`config.mk`:
```
export PLATFORM = sky130hd
export DESIGN_NAME = l15_bridge_top
export DESIGN_NICKNAME = d
export VERILOG_FILES = /design/src/verilog/l15_msg_pkg.sv /design/src/verilog/pce_chan_pkg.sv /design/src/verilog/l15_bridge_top.sv /design/src/verilog/l15_req_arbiter.sv /design/src/verilog/l15_req_fifo.sv /design/src/verilog/l15_ret_steer.sv
export VERILOG_INCLUDE_DIRS = /design/src /design/src/include
export SDC_FILE = /design/constraint.sdc
export NUM_CORES = 1
export LEC_CHECK = 0
export ABC_AREA = 1
export BUFFER_PORTS_ARGS = -buffer_cell sky130_fd_sc_hd__clkbuf_2
export CAP_MARGIN = 20
export CORE_AREA = 2 2 351 353
export DETAILED_ROUTE_END_ITERATION = 8
export DIE_AREA = 0 0 353 355
export PLACE_DENSITY = 0.51
export SLEW_MARGIN = 20
export SYNTH_ARGS = -nofsm -noshare
export SYNTH_HDL_FRONTEND = slang
export SYNTH_HIERARCHICAL = 1
export SYNTH_SLANG_ARGS = --single-unit
```
`constraint.sdc`:
```
create_clock -name clk_i -period 8.5 [get_ports clk_i]
set_clock_uncertainty 0.2 [all_clocks]
set_input_delay 0.425 -clock clk_i [delete_from_list [all_inputs] [get_ports clk_i]]
set_output_delay 0.425 -clock clk_i [all_outputs]
set_load 0.1 [all_outputs]
```
`src/include/l15_bridge_defines.svh`:
```
`ifndef L15_BRIDGE_DEFINES_SVH
`define L15_BRIDGE_DEFINES_SVH

// L1.5 request port field widths
`define L15_ADDR_W     40
`define L15_DATA_W     64
`define L15_RQTYPE_W   5
`define L15_SIZE_W     3
`define L15_AMO_W      4
`define L15_RPLWAY_W   2

// L1.5 return port
`define L15_RTNTYPE_W  4

// Per-channel request queue depth
`define L15_REQ_ELS    4

`endif

```
`src/verilog/l15_msg_pkg.sv`:
```
`include "l15_bridge_defines.svh"

package l15_msg_pkg;

  // Return types seen on the L1.5 return port
  typedef enum logic [`L15_RTNTYPE_W-1:0]
  {
    e_load_ret   = 0,
    e_ifill_ret  = 1,
    e_atomic_ret = 3,
    e_st_ack     = 4,
    e_int_ret    = 7
  } l15_rtntype_e;

  // One request as presented to the L1.5
  typedef struct packed
  {
    logic [`L15_RQTYPE_W-1:0] rqtype;
    logic                     nc;
    logic [`L15_SIZE_W-1:0]   size;
    logic [`L15_ADDR_W-1:0]   address;
    logic [`L15_DATA_W-1:0]   data;
    logic [`L15_RPLWAY_W-1:0] l1rplway;
    logic [`L15_AMO_W-1:0]    amo_op;
  } l15_req_s;

endpackage

```
`src/verilog/pce_chan_pkg.sv`:
```
package pce_chan_pkg;

  localparam int num_chans_gp = 2;

  // Channel index, also the bit position in a channel mask
  typedef enum logic
  {
    e_icache_chan = 1'b0,
    e_dcache_chan = 1'b1
  } pce_chan_e;

  typedef logic [num_chans_gp-1:0] chan_mask_t;

endpackage
```
`src/verilog/l15_bridge_top.sv`:
```
`timescale 1ns/10ps
`include "l15_bridge_defines.svh"

module l15_bridge_top
  (input                                clk_i
   , input                              rst_i

   , input  [`L15_RQTYPE_W-1:0]         icache_req_rqtype_i
   , input                              icache_req_nc_i
   , input  [`L15_SIZE_W-1:0]           icache_req_size_i
   , input  [`L15_ADDR_W-1:0]           icache_req_address_i
   , input  [`L15_DATA_W-1:0]           icache_req_data_i
   , input  [`L15_RPLWAY_W-1:0]         icache_req_l1rplway_i
   , input  [`L15_AMO_W-1:0]            icache_req_amo_op_i
   , input                              icache_req_v_i
   , output logic                       icache_req_ready_o

   , input  [`L15_RQTYPE_W-1:0]         dcache_req_rqtype_i
   , input                              dcache_req_nc_i
   , input  [`L15_SIZE_W-1:0]           dcache_req_size_i
   , input  [`L15_ADDR_W-1:0]           dcache_req_address_i
   , input  [`L15_DATA_W-1:0]           dcache_req_data_i
   , input  [`L15_RPLWAY_W-1:0]         dcache_req_l1rplway_i
   , input  [`L15_AMO_W-1:0]            dcache_req_amo_op_i
   , input                              dcache_req_v_i
   , output logic                       dcache_req_ready_o

   , output logic [`L15_RQTYPE_W-1:0]   transducer_l15_rqtype_o
   , output logic                       transducer_l15_nc_o
   , output logic [`L15_SIZE_W-1:0]     transducer_l15_size_o
   , output logic [`L15_ADDR_W-1:0]     transducer_l15_address_o
   , output logic [`L15_DATA_W-1:0]     transducer_l15_data_o
   , output logic [`L15_RPLWAY_W-1:0]   transducer_l15_l1rplway_o
   , output logic [`L15_AMO_W-1:0]      transducer_l15_amo_op_o
   , output logic                       transducer_l15_val_o
   , input                              l15_transducer_ack_i

   , input                              l15_transducer_val_i
   , input  [`L15_RTNTYPE_W-1:0]        l15_transducer_returntype_i
   , input  [`L15_DATA_W-1:0]           l15_transducer_data_0_i
   , input  [`L15_DATA_W-1:0]           l15_transducer_data_1_i
   , input  [`L15_DATA_W-1:0]           l15_transducer_data_2_i
   , input  [`L15_DATA_W-1:0]           l15_transducer_data_3_i
   , input                              l15_transducer_inval_icache_inval_i
   , input                              l15_transducer_inval_icache_all_way_i
   , input                              l15_transducer_inval_dcache_inval_i
   , input                              l15_transducer_inval_dcache_all_way_i

   , output logic                       icache_ret_v_o
   , output logic                       dcache_ret_v_o
   , input                              icache_ret_ready_i
   , input                              dcache_ret_ready_i
   , output logic [`L15_RTNTYPE_W-1:0]  ret_rtntype_o
   , output logic [`L15_DATA_W-1:0]     ret_data_0_o
   , output logic [`L15_DATA_W-1:0]     ret_data_1_o
   , output logic [`L15_DATA_W-1:0]     ret_data_2_o
   , output logic [`L15_DATA_W-1:0]     ret_data_3_o
   , output logic                       transducer_l15_req_ack_o
   );

  l15_msg_pkg::l15_req_s       icache_req_li, dcache_req_li;
  l15_msg_pkg::l15_req_s [1:0] fifo_data_lo;
  pce_chan_pkg::chan_mask_t    fifo_v_lo, fifo_yumi_li, ret_v_lo, ret_ready_li;

  assign icache_req_li = '{rqtype   : icache_req_rqtype_i
                           ,nc      : icache_req_nc_i
                           ,size    : icache_req_size_i
                           ,address : icache_req_address_i
                           ,data    : icache_req_data_i
                           ,l1rplway: icache_req_l1rplway_i
                           ,amo_op  : icache_req_amo_op_i
                           };

  assign dcache_req_li = '{rqtype   : dcache_req_rqtype_i
                           ,nc      : dcache_req_nc_i
                           ,size    : dcache_req_size_i
                           ,address : dcache_req_address_i
                           ,data    : dcache_req_data_i
                           ,l1rplway: dcache_req_l1rplway_i
                           ,amo_op  : dcache_req_amo_op_i
                           };

  l15_req_fifo icache_fifo
    (.clk_i(clk_i)
     ,.rst_i(rst_i)
     ,.data_i(icache_req_li)
     ,.v_i(icache_req_v_i)
     ,.ready_o(icache_req_ready_o)
     ,.data_o(fifo_data_lo[pce_chan_pkg::e_icache_chan])
     ,.v_o(fifo_v_lo[pce_chan_pkg::e_icache_chan])
     ,.yumi_i(fifo_yumi_li[pce_chan_pkg::e_icache_chan])
     );

  l15_req_fifo dcache_fifo
    (.clk_i(clk_i)
     ,.rst_i(rst_i)
     ,.data_i(dcache_req_li)
     ,.v_i(dcache_req_v_i)
     ,.ready_o(dcache_req_ready_o)
     ,.data_o(fifo_data_lo[pce_chan_pkg::e_dcache_chan])
     ,.v_o(fifo_v_lo[pce_chan_pkg::e_dcache_chan])
     ,.yumi_i(fifo_yumi_li[pce_chan_pkg::e_dcache_chan])
     );

  l15_req_arbiter req_arb
    (.clk_i(clk_i)
     ,.rst_i(rst_i)
     ,.heads_i(fifo_data_lo)
     ,.heads_v_i(fifo_v_lo)
     ,.yumi_o(fifo_yumi_li)
     ,.transducer_l15_rqtype_o(transducer_l15_rqtype_o)
     ,.transducer_l15_nc_o(transducer_l15_nc_o)
     ,.transducer_l15_size_o(transducer_l15_size_o)
     ,.transducer_l15_address_o(transducer_l15_address_o)
     ,.transducer_l15_data_o(transducer_l15_data_o)
     ,.transducer_l15_l1rplway_o(transducer_l15_l1rplway_o)
     ,.transducer_l15_amo_op_o(transducer_l15_amo_op_o)
     ,.transducer_l15_val_o(transducer_l15_val_o)
     ,.l15_transducer_ack_i(l15_transducer_ack_i)
     );

  // Return payload goes to both caches unchanged
  assign ret_rtntype_o = l15_transducer_returntype_i;
  assign ret_data_0_o  = l15_transducer_data_0_i;
  assign ret_data_1_o  = l15_transducer_data_1_i;
  assign ret_data_2_o  = l15_transducer_data_2_i;
  assign ret_data_3_o  = l15_transducer_data_3_i;

  assign ret_ready_li[pce_chan_pkg::e_icache_chan] = icache_ret_ready_i;
  assign ret_ready_li[pce_chan_pkg::e_dcache_chan] = dcache_ret_ready_i;
  assign icache_ret_v_o = ret_v_lo[pce_chan_pkg::e_icache_chan];
  assign dcache_ret_v_o = ret_v_lo[pce_chan_pkg::e_dcache_chan];

  l15_ret_steer ret_steer
    (.l15_transducer_val_i(l15_transducer_val_i)
     ,.l15_transducer_returntype_i(l15_msg_pkg::l15_rtntype_e'(l15_transducer_returntype_i))
     ,.l15_transducer_inval_icache_inval_i(l15_transducer_inval_icache_inval_i)
     ,.l15_transducer_inval_icache_all_way_i(l15_transducer_inval_icache_all_way_i)
     ,.l15_transducer_inval_dcache_inval_i(l15_transducer_inval_dcache_inval_i)
     ,.l15_transducer_inval_dcache_all_way_i(l15_transducer_inval_dcache_all_way_i)
     ,.ret_ready_i(ret_ready_li)
     ,.ret_v_o(ret_v_lo)
     ,.transducer_l15_req_ack_o(transducer_l15_req_ack_o)
     );

endmodule

```
`src/verilog/l15_req_arbiter.sv`:
```
`timescale 1ns/10ps
`include "l15_bridge_defines.svh"

module l15_req_arbiter
  (input                                 clk_i
   , input                               rst_i

   , input  l15_msg_pkg::l15_req_s [1:0] heads_i
   , input  pce_chan_pkg::chan_mask_t    heads_v_i
   , output pce_chan_pkg::chan_mask_t    yumi_o

   , output logic [`L15_RQTYPE_W-1:0]    transducer_l15_rqtype_o
   , output logic                        transducer_l15_nc_o
   , output logic [`L15_SIZE_W-1:0]      transducer_l15_size_o
   , output logic [`L15_ADDR_W-1:0]      transducer_l15_address_o
   , output logic [`L15_DATA_W-1:0]      transducer_l15_data_o
   , output logic [`L15_RPLWAY_W-1:0]    transducer_l15_l1rplway_o
   , output logic [`L15_AMO_W-1:0]       transducer_l15_amo_op_o
   , output logic                        transducer_l15_val_o
   , input                               l15_transducer_ack_i
   );

  pce_chan_pkg::chan_mask_t fresh_grant, grant, lock_grant_r;
  l15_msg_pkg::l15_req_s    sel_req;
  logic                     lock_r;

  // Data cache first
  assign fresh_grant[pce_chan_pkg::e_dcache_chan] = heads_v_i[pce_chan_pkg::e_dcache_chan];
  assign fresh_grant[pce_chan_pkg::e_icache_chan] = heads_v_i[pce_chan_pkg::e_icache_chan]
                                                  & ~heads_v_i[pce_chan_pkg::e_dcache_chan];

  // A request waiting for ack keeps its grant
  assign grant = lock_r ? lock_grant_r : fresh_grant;

  always_ff @(posedge clk_i)
    begin
      if (rst_i)
        lock_r <= 1'b0;
      else
        lock_r <= transducer_l15_val_o & ~l15_transducer_ack_i;
    end

  always_ff @(posedge clk_i)
    begin
      lock_grant_r <= grant;
    end

  always_comb
    begin
      if (grant[pce_chan_pkg::e_dcache_chan])
        sel_req = heads_i[pce_chan_pkg::e_dcache_chan];
      else
        sel_req = heads_i[pce_chan_pkg::e_icache_chan];
    end

  assign transducer_l15_rqtype_o   = sel_req.rqtype;
  assign transducer_l15_nc_o       = sel_req.nc;
  assign transducer_l15_size_o     = sel_req.size;
  assign transducer_l15_address_o  = sel_req.address;
  assign transducer_l15_data_o     = sel_req.data;
  assign transducer_l15_l1rplway_o = sel_req.l1rplway;
  assign transducer_l15_amo_op_o   = sel_req.amo_op;
  assign transducer_l15_val_o      = |grant;

  assign yumi_o = grant & {2{l15_transducer_ack_i}};

  // At most one grant, and only to a queue that has a head
  assert property (@(posedge clk_i) disable iff (rst_i)
    $onehot0(grant) && ((grant & ~heads_v_i) == '0));

  // L1.5 sees the same request until it acks
  assert property (@(posedge clk_i) disable iff (rst_i)
    (transducer_l15_val_o && !l15_transducer_ack_i)
      |=> (transducer_l15_val_o && $stable(sel_req) && $stable(grant)));

endmodule

```
`src/verilog/l15_req_fifo.sv`:
```
`timescale 1ns/10ps
`include "l15_bridge_defines.svh"

module l15_req_fifo
  #(parameter int els_p = `L15_REQ_ELS
    )
  (input                           clk_i
   , input                         rst_i

   , input  l15_msg_pkg::l15_req_s data_i
   , input                         v_i
   , output logic                  ready_o

   , output l15_msg_pkg::l15_req_s data_o
   , output logic                  v_o
   , input                         yumi_i
   );

  localparam int ptr_w_lp = (els_p > 1) ? $clog2(els_p) : 1;
  localparam int cnt_w_lp = $clog2(els_p + 1);

  l15_msg_pkg::l15_req_s mem_r [els_p];

  logic [ptr_w_lp-1:0] rptr_r, wptr_r;
  logic [cnt_w_lp-1:0] count_r;
  logic                enq, deq;

  assign ready_o = (count_r != cnt_w_lp'(els_p));
  assign v_o     = (count_r != '0);
  assign enq     = v_i & ready_o;
  assign deq     = yumi_i;
  assign data_o  = mem_r[rptr_r];

  always_ff @(posedge clk_i)
    begin
      if (enq)
        mem_r[wptr_r] <= data_i;
    end

  always_ff @(posedge clk_i)
    begin
      if (rst_i)
        begin
          rptr_r  <= '0;
          wptr_r  <= '0;
          count_r <= '0;
        end
      else
        begin
          if (enq)
            wptr_r <= (wptr_r == ptr_w_lp'(els_p - 1)) ? '0 : wptr_r + 1'b1;
          if (deq)
            rptr_r <= (rptr_r == ptr_w_lp'(els_p - 1)) ? '0 : rptr_r + 1'b1;

          case ({enq, deq})
            2'b10:   count_r <= count_r + 1'b1;
            2'b01:   count_r <= count_r - 1'b1;
            default: count_r <= count_r;
          endcase
        end
    end

  // Consumer may only take a head that is there
  assert property (@(posedge clk_i) disable iff (rst_i)
    yumi_i |-> v_o);

  // When full the next write slot is the head itself
  assert property (@(posedge clk_i) disable iff (rst_i)
    !ready_o |-> (wptr_r == rptr_r));

endmodule

```
`src/verilog/l15_ret_steer.sv`:
```
`timescale 1ns/10ps

module l15_ret_steer
  (input                                l15_transducer_val_i
   , input l15_msg_pkg::l15_rtntype_e   l15_transducer_returntype_i
   , input                              l15_transducer_inval_icache_inval_i
   , input                              l15_transducer_inval_icache_all_way_i
   , input                              l15_transducer_inval_dcache_inval_i
   , input                              l15_transducer_inval_dcache_all_way_i

   , input  pce_chan_pkg::chan_mask_t   ret_ready_i
   , output pce_chan_pkg::chan_mask_t   ret_v_o
   , output logic                       transducer_l15_req_ack_o
   );

  logic icache_want, dcache_want;

  assign icache_want = l15_transducer_inval_icache_inval_i
                     | l15_transducer_inval_icache_all_way_i
                     | (l15_transducer_returntype_i inside
                         {l15_msg_pkg::e_int_ret, l15_msg_pkg::e_ifill_ret});

  assign dcache_want = l15_transducer_inval_dcache_inval_i
                     | l15_transducer_inval_dcache_all_way_i
                     | (l15_transducer_returntype_i inside
                         {l15_msg_pkg::e_int_ret, l15_msg_pkg::e_load_ret,
                          l15_msg_pkg::e_st_ack, l15_msg_pkg::e_atomic_ret});

  assign ret_v_o[pce_chan_pkg::e_icache_chan] = l15_transducer_val_i & icache_want;
  assign ret_v_o[pce_chan_pkg::e_dcache_chan] = l15_transducer_val_i & dcache_want;

  // Invalidates can target both caches, so wait on both
  assign transducer_l15_req_ack_o = (|ret_v_o) & (&ret_ready_i);

endmodule

```
==> impl_metrics.csv, run 1 <==
group,metric,value,unit
floorplanning,die_y,355,um
placement,dpl_worst_slack,4.26,ns
floorplanning,placementRows,128,
pwr,ir_worst_vdd,0.000957,V
global_routing,antenna_found_initial,60,
flow_run,maxCapViolCount,0,
placement,place_inst,4712,
synthesis,synthMostInstantiatedCell,"edfxtp_1",
worst_setup_path,end_kind,"primary output",
timing,fin_crit,4.88,ns
timing,fin_tns_setup,0,ns
floorplanning,ios,895,
timing,worst_pin_slew,1.19,ns
detailed_routing,vias_per_cell,5.12,
synthesis,async_flop_share,0,%
finish,nets,3957,
timing,setup_violations,0,
worst_setup_path,path_class,"register to primary output",
placement,place_hpwl,111,mm
placement,io_buffer_count,382,
clocking,cts_setup_buffers,0,
detailed_routing,via_count,26400,
clocking,root_buffer,"clkbuf_16",
synthesis,seq_area_frac_synth,72.5,%
detailed_routing,avgRoutedWirePerCell,30.8,um
finish,instances_no_fill,5153,
synthesis,synth_area,40000,sq um
clocking,clkLatencyLatePin,0.69,ns
global_routing,grt_pass1_vias,24500,
worst_setup_path,worstPathMaxFanout,85,
synthesis,yosysTopAreaCell,"edfxtp_1",
detailed_routing,ant_nets,0,
clocking,cts.clk_slew.worst_paths,0.06,ns
synthesis,synth_cell_types,26,
timing,drv_slew,0,
synthesis,synth_top_area_share,71.5,%
placement,place.gp.congestion,0.906,
global_routing,grt_max_degree,156,
synthesis,synth-edff-count,952,
clocking,clockBufferDepth,3,
timing,rsz0062_at_grt,"no",
timing,hold_viol,0,
worst_setup_path,start_kind,"register",
timing,fin_ws,3.62,ns
detailed_routing,drt_wl_total,159,mm
timing,relSlewSlack,20.4,%
floorplanning,core-area,121000,sq um
floorplanning,start_util,32.9,%
synthesis,yosys_register_bits,973,
pwr,powerDensity,427,nW/um^2
synthesis,synth_area_leaders,"edfxtp_1 71%, buf_4 5.0%, nor2_1 4.7%",
outcome,outcome,"completed",
worst_setup_path,required,7.88,ns
synthesis,synthTopCellsByCount,"952 x edfxtp_1, 505 x nor2_1, 387 x nand2_1",
synthesis,synth_flop_cell,"edfxtp_1",
global_routing,grt.total_usage,24.5,%
hold_path,hold_path_class,"register to register",
synthesis,yosys_warnings,6,
finish,synthToLayoutAreaGrowth,16.8,%
worst_setup_path,arrival,4.25,ns
detailed_routing,first_pass_iters,7,
floorplanning,die-area,125000,sq um
synthesis,syn_area_per_cell,12.8,sq um
timing,min_period_over_period,57.4,%
finish,drive_above_1_share,16.0,%
detailed_routing,drt_iter0_drc,2537,
global_routing,overflow,0,
synthesis,synthCells,3115,
global_routing,grt_pass1_wl,213,mm
clocking,numCtsBuffers,101,
clocking,h-tree-depth,3,
clocking,cts_tree,"done",
floorplanning,die_x,353,um
synthesis,syn_nets,3639,
detailed_routing,drcViolationCount,0,
clocking,clock-sinks,973,
pwr,p_leak,16.7,nW
timing,fmax,0.205,GHz
per-layer routing:
| metal | up-vias | global-route usage [%] | part of all wire, % |
|---|---|---|---|
| met5 | - | 0.981 | 0.28 |
| met4 | 50 | 7.02 | 3.0 |
| met3 | 236 | 16.6 | 17 |
| met2 | 1459 | 36.5 | 43 |
| met1 | 13000 | 28.4 | 36 |
| li1 | 11600 | - | - |
worst paths after layout:
check                                 startpoint                                  to  slack (ns)  depth (start not counted)
max reg2reg  dcache_fifo/count_r[0]$_SDFFE_PP0P_  dcache_fifo/mem_r[0][73]$_DFFE_PP_        5.18                          5
min reg2reg      req_arb/lock_grant_r[0]$_DFF_P_     req_arb/lock_grant_r[0]$_DFF_P_        0.27                          2
min              req_arb/lock_grant_r[0]$_DFF_P_     req_arb/lock_grant_r[0]$_DFF_P_        0.27                          2
max          dcache_fifo/count_r[0]$_SDFFE_PP0P_           transducer_l15_data_o[31]        3.62                         10
where the power goes:
part | total (mW) | internal, mW | switching (mW) | leakage [nW]
logic | 9.76 | 1.48 | 8.28 | 6.28
registers | 5.98 | 5.76 | 0.217 | 8.91
clock network | 4.23 | 2.37 | 1.86 | 1.51
total | 20.0 | 9.61 | 10.4 | 16.7
area by class of cell:
class                      count  area [sq um]
sequential                   973         29000
tap                         1625          2030
inverter                      45           191
multi-input combinational   1655          7690
antenna                       16          40.0
timing repair buffer         657          4630
fill                       11800         74700
clock buffer                 129          2680
clock inverter                53           434
through the flow:
| stage | instance area [sq um] | utilization [%] | power [mW] | hold slack, ns |
|---|---|---|---|---|
| finish | 46700 | 38.5 | 20.0 | 0.273 |
| global route | 46700 | 38.5 | 20.7 | 0.292 |
| CTS | 46700 | 38.5 | 20.1 | 0.252 |
| detailed placement | 41100 | 33.9 | 15.8 | 0.261 |
| global placement | 41100 | 33.9 | 15.8 | 0.260 |
| floorplan | 40000 | - | 14.2 | 0.240 |
placed cells by master (no fill, tap or decap), drive strengths merged:
cell,n
o22ai,238
nor3,2
dlygate4sd3,243
o21ai,482
nand3,8
edfxtp,952
inv,46
nor2,506
bufinv,5
fa,2
a21oi,11
nand3b,2
nand2,389
clkbuf,511
nand4,3
diode,16
buf,32
clkinv,47
ha,12
dfxtp,21
repair_timing:
action	CTS	global route
resized for setup	0	0
endpoints found under the hold margin	961	0
hold buffers	243	0
registers in the layout (all words and copies together) (netlist names), named ones only:
signal / cells
icache_fifo/rptr_r: 2
req_arb/lock_r: 1
icache_fifo/wptr_r: 2
dcache_fifo/mem_r: 476
icache_fifo/count_r: 3
req_arb/lock_grant_r: 2
dcache_fifo/wptr_r: 2
icache_fifo/mem_r: 476
dcache_fifo/count_r: 3
dcache_fifo/rptr_r: 2
logic make-up (layout without fill, tap and decap cells):
kind of cell / after synthesis / count (layout) / synth area share (%)
flops: 973 / 973 / 72.5
simple gates: 910 / 910 / 8.67
fa+ha+maj: 14 / 14 / 0.475
buf+inv: 487 / 884 / 8.42
compound gates: 731 / 731 / 9.90
other cells: 0 / 16 / 0
critical path, stage by stage (launching register included):
cell      delay [ns]
dfxtp_1         0.31
inv_1           0.09
nand3_1         0.13
inv_1           0.06
nand2_1         0.14
nand2_8         0.37
inv_4           0.59
buf_6           0.67
nand2_1         0.28
nand2_1         0.23
clkbuf_2        0.49
Power figures use the tool's default switching activity.
==> inputs of run 2 (changes only) <==
==> constraint.sdc (replaced) <==
create_clock -name clk_i -period 4.7 [get_ports clk_i]
set_clock_uncertainty 0.2 [all_clocks]
set_input_delay 0.235 -clock clk_i [delete_from_list [all_inputs] [get_ports clk_i]]
set_output_delay 0.235 -clock clk_i [all_outputs]
set_load 0.1 [all_outputs]
==> run 2 against run 1 <==
Effect of this change: cell count grew 0.31%; wire length increased by 0.44%; register-to-register slack worse by 3.3 ns; combinational power is 83% higher; core utilization rose by 0.37 points; sequential share of layout area is 0.58 points lower; non-clock buffer count is 16 higher; clock power is 90% higher; largest cell class unchanged.
==> impl_metrics.csv, run 2 (synthesis gave the netlist of run 1 again) <==
group,metric,value,unit
worst_setup_path,path_class,"register to primary output",
global_routing,grt_pass1_wl,213,mm
finish,final_common_cell,"edfxtp_1",
timing,hold_viol,0,
clocking,clock-sinks,973,
pwr,netSwitchingFraction,51.3,%
detailed_routing,ant_nets,0,
floorplanning,die_y,355,um
clocking,post_cts_resized,0,
global_routing,grt_pass1_vias,24400,
floorplanning,ios,895,
timing,setup_violations,0,
worst_setup_path,crit_path_end,"transducer_l15_data_o[44]",
timing,relSlewSlack,26.9,%
floorplanning,start_util,32.9,%
worst_setup_path,arrival,3.89,ns
finish,drive_above_1_share,17.1,%
worst_setup_path,rrSetupSlack,1.90,ns
finish,nets,3971,
finish,regArea,29000,sq um
clocking,root_buffer,"clkbuf_16",
timing,worst_pin_slew,1.10,ns
finish,final_cell_mix,"952 x edfxtp_1, 497 x nor2_1, 387 x nand2_1",
clocking,clockBufferDepth,3,
outcome,outcome,"completed",
clocking,cts_setup_buffers,0,
worst_setup_path,reg2reg_from,"dcache_fifo/count_r[2]$_SDFFE_PP0P_",
floorplanning,die-area,125000,sq um
finish,top_regs,"dcache_fifo/mem_r x476, icache_fifo/mem_r x476",
pwr,clkPwrFrac,21.8,%
pwr,ir_worst_vdd,0.00121,V
worst_setup_path,start_kind,"register",
clocking,h-tree-depth,3,
worst_setup_path,r2r_cells,15,
worst_setup_path,r2r-end,"dcache_fifo/count_r[2]$_SDFFE_PP0P_",
timing,fin_tns_setup,0,ns
placement,io_buffer_count,382,
clocking,numCtsBuffers,99,
detailed_routing,avgRoutedWirePerCell,30.9,um
clocking,clkLatencyLatePin,0.67,ns
timing,drv_slew,0,
pwr,power.internal,17.9,mW
hold_path,hold_path_class,"input pin to register",
pwr,power,36.7,mW
floorplanning,die_x,353,um
worst_setup_path,worstPathMaxFanout,45,
detailed_routing,via_count,26200,
detailed_routing,drcViolationCount,0,
timing,fmax,0.231,GHz
pwr,power_switching,18.8,mW
finish,synthToLayoutAreaGrowth,17.9,%
floorplanning,placementRows,128,
timing,fin_crit,4.33,ns
pwr,power_frac_seq,29.3,%
flow_run,maxCapViolCount,0,
global_routing,grt.total_usage,24.6,%
global_routing,antenna_found_initial,41,
finish,fillerInstances,11700,
placement,place.gp.congestion,0.918,
timing,rsz0062_at_grt,"no",
worst_setup_path,required,4.26,ns
detailed_routing,drt_wl_total,160,mm
pwr,p_comb_share,48.8,%
clocking,cts.clk_slew.worst_paths,0.06,ns
global_routing,overflow,0,
detailed_routing,first_pass_iters,5,
clocking,cts_tree,"done",
placement,place_hpwl,115,mm
worst_setup_path,end_kind,"primary output",
floorplanning,core-area,121000,sq um
detailed_routing,drt_iter0_drc,2190,
timing,min_period_over_period,92.1,%
global_routing,grt_max_degree,101,
pwr,p_leak,16.9,nW
finish,multi_input_area,7690,sq um
detailed_routing,vias_per_cell,5.07,
pwr,powerDensity,778,nW/um^2
==> run 2: cell type report <==
| type | count | area share, % |
|---|---|---|
| Multi-Input combinational cell | 1655 | 16.3 |
| Inverter | 45 | 0.411 |
| Sequential cell | 973 | 61.5 |
| Timing Repair Buffer | 673 | 10.4 |
| Clock inverter | 59 | 1.27 |
| Clock buffer | 123 | 5.71 |
| Tap cell | 1625 | 4.31 |
| Antenna cell | 16 | 0.0849 |
==> run 2: worst min-delay path by stage <==
stage / start / end / slack (ns) / cells past startpoint
finish: dcache_req_data_i[27] / dcache_fifo/mem_r[3][33]$_DFFE_PP_ / 0.12 / 2
global placement: dcache_req_data_i[55] / dcache_fifo/mem_r[0][61]$_DFFE_PP_ / 0.25 / 1
global route: dcache_req_rqtype_i[0] / dcache_fifo/mem_r[0][114]$_DFFE_PP_ / 0.1 / 2
floorplan: rst_i / register / 0.12 / 1
CTS: dcache_req_data_i[27] / dcache_fifo/mem_r[3][33]$_DFFE_PP_ / 0.08 / 2
detailed placement: dcache_req_rqtype_i[1] / dcache_fifo/mem_r[3][115]$_DFFE_PP_ / 0.26 / 1
==> run 2: routing by layer <==
| layer | vias to the layer above | GRT usage [%] | share of wire (%) |
|---|---|---|---|
| li1 | 11700 | - | - |
| met1 | 12900 | 27.1 | 36 |
| met2 | 1404 | 38.8 | 46 |
| met3 | 206 | 16.2 | 16 |
| met4 | 34 | 6.02 | 2.4 |
| met5 | - | 2.42 | 0.38 |
==> run 2: per-stage QoR <==
| step | instances | worst slack, ns | util [%] | area [sq um] | hold slack [ns] |
|---|---|---|---|---|---|
| after CTS | 5153 | 0.317 | 38.8 | 47100 | 0.0757 |
| after global routing | 5166 | 0.253 | 38.8 | 47200 | 0.0996 |
| final | 5169 | 0.370 | 38.9 | 47200 | 0.122 |
| after detailed placement | 4728 | 1.05 | 34.1 | 41400 | 0.256 |
| after floorplan | 3115 | -0.698 | - | 40000 | 0.116 |
| after global placement | 4728 | 1.03 | 34.1 | 41400 | 0.255 |
==> run 2: power by group through the flow <==
stage               clock (mW)  combinational (mW)  sequential (mW)
CTS                       8.18                18.0             10.8
global route              8.50                18.7             10.8
detailed placement           0                17.7             11.0
finish                    8.02                17.9             10.8
floorplan                    0                14.8             10.8
global placement             0                17.7             11.0
==> run 2: worst max-delay path, stage by stage (launching register included) <==
cell and delay, ns:
dfxtp_4 0.52, inv_4 0.55, buf_4 0.44, o21ai_1 0.12, o22ai_1 0.84, nand2_1 0.13
nand2_1 0.12, clkbuf_2 0.47
==> run 2: repair_timing <==
| item | 4_1_cts | 5_1_grt |
|---|---|---|
| endpoints found under the setup margin | 0 | 0 |
| hold endpoints to repair | 971 | 0 |
| hold buffers | 243 | 0 |
